### config.mk
export PLATFORM = sky130hd
export DESIGN_NAME = runnerTop
export DESIGN_NICKNAME = d
export VERILOG_FILES = /design/src/gamePkg.sv /design/src/frameTimer.sv /design/src/gameStateFsm.sv /design/src/heartSprite.sv /design/src/hitDetect.sv /design/src/runnerTop.sv
export SDC_FILE = /design/constraint.sdc
export NUM_CORES = 1
export LEC_CHECK = 0
export ABC_AREA = 1
export BUFFER_PORTS_ARGS = -buffer_cell sky130_fd_sc_hd__buf_2
export CAP_MARGIN = 20
export CORE_MARGIN = 2
export CORE_UTILIZATION = 48
export DETAILED_ROUTE_END_ITERATION = 12
export GPL_ROUTABILITY_DRIVEN = 0
export PLACE_DENSITY = 0.69
export SYNTH_ARGS = -nofsm -noshare
export SYNTH_HDL_FRONTEND = slang
export SYNTH_SLANG_ARGS = --single-unit
export TNS_END_PERCENT = 100
### constraint.sdc
create_clock -name frame_Clk -period 7.9 [get_ports frame_Clk]
set_clock_uncertainty 0.05 [all_clocks]
set_input_delay 1.975 -clock frame_Clk [delete_from_list [all_inputs] [get_ports frame_Clk]]
set_output_delay 1.975 -clock frame_Clk [all_outputs]
set_load 0.02 [all_outputs]
### src/gamePkg.sv
`default_nettype none

package gamePkg;

	// ==============================
	// Screen and sprite geometry
	// ==============================
	localparam int ScreenWidth = 640;
	localparam int SpriteSize = 20;
	localparam int CoordWidth = 10;
	localparam int RomAddrWidth = 18;

	// ==============================
	// Game flow
	// ==============================
	typedef enum logic [1:0]
	{
		Idle = 2'd0,
		Running = 2'd1,
		Over = 2'd2
	} gameState_t;

	// A signed horizontal position lets the heart slide past the left edge
	typedef logic signed [11:0] pos_t;

endpackage

`default_nettype wire

### src/frameTimer.sv
`timescale 1ns/1ns
`default_nettype none

module frameTimer
#(
	parameter int AnimFrames = 10
)
(
	input wire logic frame_Clk,
	input wire logic Reset,
	input gamePkg::gameState_t state,
	output logic [15:0] score,
	output logic animPhase
);

	localparam int CountWidth = $clog2(AnimFrames + 1);

	logic [CountWidth-1:0] frameCount;

	// Score counts frames of play
	always_ff @(posedge frame_Clk or posedge Reset)
	begin
		if (Reset)
			score <= '0;
		else if (state == gamePkg::Idle)
			score <= '0;
		else if (state == gamePkg::Running)
			score <= score + 16'd1;
	end

	// Animation runs in every state, phase flips when the count wraps
	always_ff @(posedge frame_Clk or posedge Reset)
	begin
		if (Reset)
		begin
			frameCount <= CountWidth'(1);
			animPhase <= 1'b0;
		end
		else if (frameCount == CountWidth'(AnimFrames))
		begin
			frameCount <= CountWidth'(1);
			animPhase <= ~animPhase;
		end
		else
			frameCount <= frameCount + CountWidth'(1);
	end

endmodule

`default_nettype wire

### src/gameStateFsm.sv
`timescale 1ns/1ns
`default_nettype none

module gameStateFsm
(
	input wire logic frame_Clk,
	input wire logic Reset,
	input wire logic start,
	input wire logic dead,
	output gamePkg::gameState_t state
);

	gamePkg::gameState_t nextState;

	always_ff @(posedge frame_Clk or posedge Reset)
	begin
		if (Reset)
			state <= gamePkg::Idle;
		else
			state <= nextState;
	end

	// Start restarts from Idle or Over, dead ends a run
	always_comb
	begin
		nextState = state;
		unique case (state)
			gamePkg::Idle:
			begin
				if (start)
					nextState = gamePkg::Running;
			end
			gamePkg::Running:
			begin
				if (dead)
					nextState = gamePkg::Over;
			end
			gamePkg::Over:
			begin
				if (start)
					nextState = gamePkg::Idle;
			end
			default:
				nextState = gamePkg::Idle;
		endcase
	end

endmodule

`default_nettype wire

### src/heartSprite.sv
`timescale 1ns/1ns
`default_nettype none

module heartSprite
#(
	parameter int ScrollSpeed = 4,
	parameter int ScoreModulus = 500,
	parameter int WindowLow = 100,
	parameter int WindowHigh = 150,
	parameter logic [gamePkg::RomAddrWidth-1:0] HeartRomBase0 = 258119,
	parameter logic [gamePkg::RomAddrWidth-1:0] HeartRomBase1 = 258519,
	parameter int HeartRowY = 256
)
(
	input wire logic frame_Clk,
	input wire logic Reset,
	input gamePkg::gameState_t state,
	input wire logic [15:0] score,
	input wire logic animPhase,
	input wire logic [gamePkg::CoordWidth-1:0] obstacleX,
	input wire logic contact,
	input wire logic [gamePkg::CoordWidth-1:0] writeX,
	input wire logic [gamePkg::CoordWidth-1:0] writeY,
	output gamePkg::pos_t heartX,
	output logic heartVisible,
	output logic heartTaken,
	output logic heartOn,
	output logic [gamePkg::RomAddrWidth-1:0] romAddress
);

	localparam gamePkg::pos_t ParkX = gamePkg::pos_t'(gamePkg::ScreenWidth);
	localparam gamePkg::pos_t ExitX = -gamePkg::pos_t'(gamePkg::SpriteSize);
	localparam gamePkg::pos_t Step = gamePkg::pos_t'(ScrollSpeed);

	logic parked;
	logic spawnNow;
	logic [15:0] scoreMod;
	gamePkg::pos_t nextX;
	gamePkg::pos_t distX;
	gamePkg::pos_t distY;
	logic [gamePkg::RomAddrWidth-1:0] phaseBase;

	assign parked = (heartX == ParkX);
	assign heartVisible = !parked && !heartTaken;
	assign nextX = heartX - Step;

	// The heart only launches while the obstacle is on the left half
	assign scoreMod = 16'(score % ScoreModulus);
	assign spawnNow = (scoreMod > WindowLow) && (scoreMod < WindowHigh)
		&& (obstacleX < gamePkg::ScreenWidth / 2);

	// ==============================
	// Position and pickup
	// ==============================
	always_ff @(posedge frame_Clk or posedge Reset)
	begin
		if (Reset)
		begin
			heartX <= ParkX;
			heartTaken <= 1'b0;
		end
		else
		begin
			if (contact)
				heartTaken <= 1'b1;
			if (state == gamePkg::Idle)
			begin
				heartX <= ParkX;
				heartTaken <= 1'b0;
			end
			else if (state == gamePkg::Running)
			begin
				if (parked)
				begin
					if (spawnNow)
						heartX <= ParkX - Step;
				end
				else if (nextX <= ExitX)
				begin
					// Slid fully off the left edge, park and rearm
					heartX <= ParkX;
					heartTaken <= 1'b0;
				end
				else
					heartX <= nextX;
			end
		end
	end

	// ==============================
	// Pixel coverage and ROM address
	// ==============================
	assign distX = gamePkg::pos_t'({2'b00, writeX}) - heartX;
	assign distY = gamePkg::pos_t'({2'b00, writeY}) - gamePkg::pos_t'(HeartRowY);

	// writeX is never negative, so columns left of 0 drop out here
	assign heartOn = heartVisible
		&& (distX >= 0) && (distX < gamePkg::SpriteSize)
		&& (distY >= 0) && (distY < gamePkg::SpriteSize);

	assign phaseBase = animPhase ? HeartRomBase1 : HeartRomBase0;
	assign romAddress = phaseBase
		+ gamePkg::RomAddrWidth'(distY) * gamePkg::RomAddrWidth'(gamePkg::SpriteSize)
		+ gamePkg::RomAddrWidth'(distX);

endmodule

`default_nettype wire

### src/hitDetect.sv
`timescale 1ns/1ns
`default_nettype none

module hitDetect
#(
	parameter int HeartRowY = 256
)
(
	input gamePkg::pos_t heartX,
	input wire logic heartVisible,
	input wire logic [gamePkg::CoordWidth-1:0] playerX,
	input wire logic [gamePkg::CoordWidth-1:0] playerY,
	output logic contact
);

	localparam gamePkg::pos_t Size = gamePkg::pos_t'(gamePkg::SpriteSize);
	localparam gamePkg::pos_t RowY = gamePkg::pos_t'(HeartRowY);

	gamePkg::pos_t px;
	gamePkg::pos_t py;
	logic overlapX;
	logic overlapY;

	assign px = gamePkg::pos_t'({2'b00, playerX});
	assign py = gamePkg::pos_t'({2'b00, playerY});

	// Boxes that only touch at an edge do not count
	assign overlapX = (px < heartX + Size) && (heartX < px + Size);
	assign overlapY = (py < RowY + Size) && (RowY < py + Size);

	assign contact = heartVisible && overlapX && overlapY;

endmodule

`default_nettype wire

### src/runnerTop.sv
`timescale 1ns/1ns
`default_nettype none

module runnerTop
#(
	parameter int AnimFrames = 10,
	parameter int ScrollSpeed = 4,
	parameter int ScoreModulus = 500,
	parameter int WindowLow = 100,
	parameter int WindowHigh = 150,
	parameter logic [gamePkg::RomAddrWidth-1:0] HeartRomBase0 = 258119,
	parameter logic [gamePkg::RomAddrWidth-1:0] HeartRomBase1 = 258519,
	parameter int HeartRowY = 256
)
(
	input wire logic frame_Clk,
	input wire logic Reset,
	input wire logic start,
	input wire logic dead,
	input wire logic [gamePkg::CoordWidth-1:0] obstacleX,
	input wire logic [gamePkg::CoordWidth-1:0] playerX,
	input wire logic [gamePkg::CoordWidth-1:0] playerY,
	input wire logic [gamePkg::CoordWidth-1:0] writeX,
	input wire logic [gamePkg::CoordWidth-1:0] writeY,
	output gamePkg::gameState_t state,
	output logic [15:0] score,
	output logic animPhase,
	output gamePkg::pos_t heartX,
	output logic heartTaken,
	output logic contact,
	output logic heartOn,
	output logic [gamePkg::RomAddrWidth-1:0] romAddress
);

	logic heartVisible;

	gameStateFsm i_gameStateFsm
	(
		.frame_Clk(frame_Clk),
		.Reset(Reset),
		.start(start),
		.dead(dead),
		.state(state)
	);

	frameTimer #(.AnimFrames(AnimFrames)) i_frameTimer
	(
		.frame_Clk(frame_Clk),
		.Reset(Reset),
		.state(state),
		.score(score),
		.animPhase(animPhase)
	);

	heartSprite
	#(
		.ScrollSpeed(ScrollSpeed),
		.ScoreModulus(ScoreModulus),
		.WindowLow(WindowLow),
		.WindowHigh(WindowHigh),
		.HeartRomBase0(HeartRomBase0),
		.HeartRomBase1(HeartRomBase1),
		.HeartRowY(HeartRowY)
	) i_heartSprite
	(
		.frame_Clk(frame_Clk),
		.Reset(Reset),
		.state(state),
		.score(score),
		.animPhase(animPhase),
		.obstacleX(obstacleX),
		.contact(contact),
		.writeX(writeX),
		.writeY(writeY),
		.heartX(heartX),
		.heartVisible(heartVisible),
		.heartTaken(heartTaken),
		.heartOn(heartOn),
		.romAddress(romAddress)
	);

	hitDetect #(.HeartRowY(HeartRowY)) i_hitDetect
	(
		.heartX(heartX),
		.heartVisible(heartVisible),
		.playerX(playerX),
		.playerY(playerY),
		.contact(contact)
	);

endmodule

`default_nettype wire

==> flow_summary.toml <==
[run_status]
status = "completed"

[detailed_routing]
dr.pass1.iters = 4
route.vias.total = 6421
drc = 0
dr.first_iter.drc_count = 261
routed_wl_mm = 14.8
ant_nets = 0
vias_per_cell = 4.94
avgRoutedWirePerCell_um = 11.3

[synth]
ys_warn_count = 0
ys_ff_latch = 34
synth_edf_count = 0
synth_area_leaders = "ha_1, nand2_1, dfrtp_1"
ys_types = 52
postSynthAreaPerCell_sq_um = 6.53
synth-seq-area-share_pct = 13.0
synthCells = 1005
synth-main-ff-cell = "dfrtp_1"
synth_area_sq_um = 6570
synth-async-reset-ratio_pct = 100
yosys.area.top_type = "ha_1"
synth_top_area_share_pct = 16.2
synth_most_common_cell = "nand2_1"
synthTopCellsByCount = "nand2_1, inv_1, nand3_1, ha_1, nor2_1"

[timing]
relSlewSlack_pct = 51.5
finalCritPeriodShare_pct = 98.6
slew_violations = 0
setup-violations-final = 0
hold_viol_final = 0
rsz0062_at_grt = "true"
worst_pin_slew_ns = 0.726
period_needed_ns = 7.79
fmax_ghz = 0.128

[setup_path]
cp.arrival_ns = 5.77
max_stage_delay_ns = 0.50
endpoint_kind = "primary output"
crit_required_ns = 5.88
start_kind = "primary input"
crit_fanout = 3
cp_top_family = "compound AO/OA/AOI/OAI gates"
cp_slowest_cell = "fa_1"
path_class = "primary input to primary output"
critPathBufInv = 4

[run]
drv_cap = 0

[clocking]
clk_latency_ns = 0.28
htree_levels = 2
cts_hold_buffers = 0
cts_tree = "yes"
cts_num_sinks = 34
cts_buffer_depth = 2
root_buffer = "clkbuf_16"
path_clk_slew_ns = 0.05
cts_buffers = 5

[floorplan]
rows = 42
start_util_pct = 49.4
dieHeight_um = 121
fp.coreArea_sq_um = 13300
die_area_sq_um = 14600
die_w_um = 121
num_io_pins = 106

[global_routing]
grt_use_total_pct = 19.8
grt_max_degree = 35
grt_pass1_vias = 5608
grt_pass1_wl_mm = 24.7
antenna_found_initial = 0
globalRoute.totalOverflow = 0

[power]
combPwrFrac_pct = 82.7
leakage_nw = 4.36
seqPwrFrac_pct = 10.0
p_total_w = 0.00266
internal_power_w = 0.00128
ir_drop_v = 0.000218
power_frac_clock_pct = 7.3
cellPowerDensity_nw_per_um2 = 345
p_sw_w = 0.00138
swShare_pct = 51.8

[finish]
drive_gt1_share_pct = 22.0
ff_latch_area_sq_um = 855
nets = 1269
diodes = 0
area_growth_pct = 17.8
n_fill_cell = 1299
fin_util_pct = 58.2
multi_input_area_sq_um = 5150

[hold_path]
hp-class = "register to register"

[placement]
io_buffers = 97
dp_hpwl_mm = 12.1
metrics by stage:
stage,worst slack (ns),instances,cell area [sq um],TNS [ns],hold WS [ns]
after floorplan,0.0559,1007,6570,0,0.422
after global placement,-0.0714,1292,7390,-0.188,0.445
after detailed placement,-0.140,1292,7390,-0.276,0.454
after CTS,0.0147,1300,7560,0,0.466
after global routing,-0.257,1301,7730,-0.534,0.489
final,0.110,1301,7730,0,0.464
state kept, by name, summed over array words and instances, names as in the netlist:
signal                    count
i_heartSprite.heartTaken      1
i_frameTimer.animPhase        1
i_frameTimer.frameCount       4
i_heartSprite.heartX         10
i_gameStateFsm.state          2
i_frameTimer.score           16
logic make-up after synthesis:
family | share of synthesized area, %
simple gates | 36.5
other cells | 0.114
xor+xnor | 8.78
buf+inv | 11.1
fa+ha+maj | 18.0
compound gates | 12.5
flops | 13.0
path summary, 6_finish.rpt:
kind                            slack (ns)  cells past startpoint                        from                         end
worst min-delay path                  0.46                      1  i_frameTimer.frameCount[0]  i_frameTimer.frameCount[0]
worst max-delay path                  0.11                     25                   writeX[3]              romAddress[17]
max in group asynchronous             5.74                      3                       Reset     i_heartSprite.heartX[9]
worst min register to register        0.46                      1  i_frameTimer.frameCount[0]  i_frameTimer.frameCount[0]
min in group asynchronous             1.73                      3                       Reset     i_gameStateFsm.state[0]
worst max register to register        1.41                     52       i_frameTimer.score[9]     i_heartSprite.heartX[2]
layer usage:
layer / share of wire (%) / vias to the layer above / track usage, %
met2: 46 / 79 / 33.3
met4: 0.96 / 0 / 3.71
met1: 50 / 2868 / 27.9
met3: 2.9 / 9 / 1.74
li1: - / 3465 / -
met5: 0 / - / 0
timing repair:
item | CTS | global route
endpoints found under the setup margin | 4 | 5
setup buffers | 0 | 1
pin swaps | 0 | 30
gates resized for setup | 7 | 29
power by group through the flow:
| stage | registers [W] | logic, W | clock network, W |
|---|---|---|---|
| CTS | 0.000267 | 0.00203 | 0.000198 |
| floorplan | 0.000284 | 0.00131 | 0 |
| finish | 0.000266 | 0.00220 | 0.000195 |
| global placement | 0.000269 | 0.00197 | 0 |
| detailed placement | 0.000269 | 0.00200 | 0 |
| global route | 0.000273 | 0.00244 | 0.000206 |
layout by cell type (no fill, tap or decap), types with 4 or more instances in the layout:
cell type | synthesis | layout
nand2_1 | 210 | 209
inv_1 | 156 | 155
buf_2 | 1 | 92
nand3_1 | 88 | 88
nor2_1 | 79 | 79
ha_1 | 85 | 78
xor2_1 | 56 | 55
a21oi_1 | 53 | 45
o21ai_0 | 42 | 35
dfrtp_1 | 31 | 31
buf_4 | 4 | 29
nand2_2 | 25 | 25
nor3_1 | 21 | 21
inv_2 | 17 | 18
nand4_1 | 12 | 12
nand2_4 | 11 | 12
o21ai_1 | 5 | 10
nor2_2 | 9 | 9
nor2_4 | 9 | 9
a21oi_2 | 1 | 9
xnor2_1 | 8 | 8
nand3_2 | 7 | 7
o21bai_1 | 8 | 7
ha_4 | 0 | 7
nand3b_1 | 6 | 6
fa_1 | 6 | 6
clkbuf_16 | 0 | 5
o21ai_2 | 3 | 4
o21bai_4 | 3 | 4
and2_1 | 4 | 4
o211ai_1 | 4 | 4
conb_1 | 2 | 4
final cells by class:
class / instances / area share [%]
clock buffers: 6 / 1.80
clock inverters: 2 / 0.162
inverters: 175 / 8.50
multi-input cells: 785 / 66.6
flip-flops and latches: 34 / 11.1
well taps: 176 / 2.85
repair buffers: 123 / 9.06
Power figures use the tool's default switching activity.
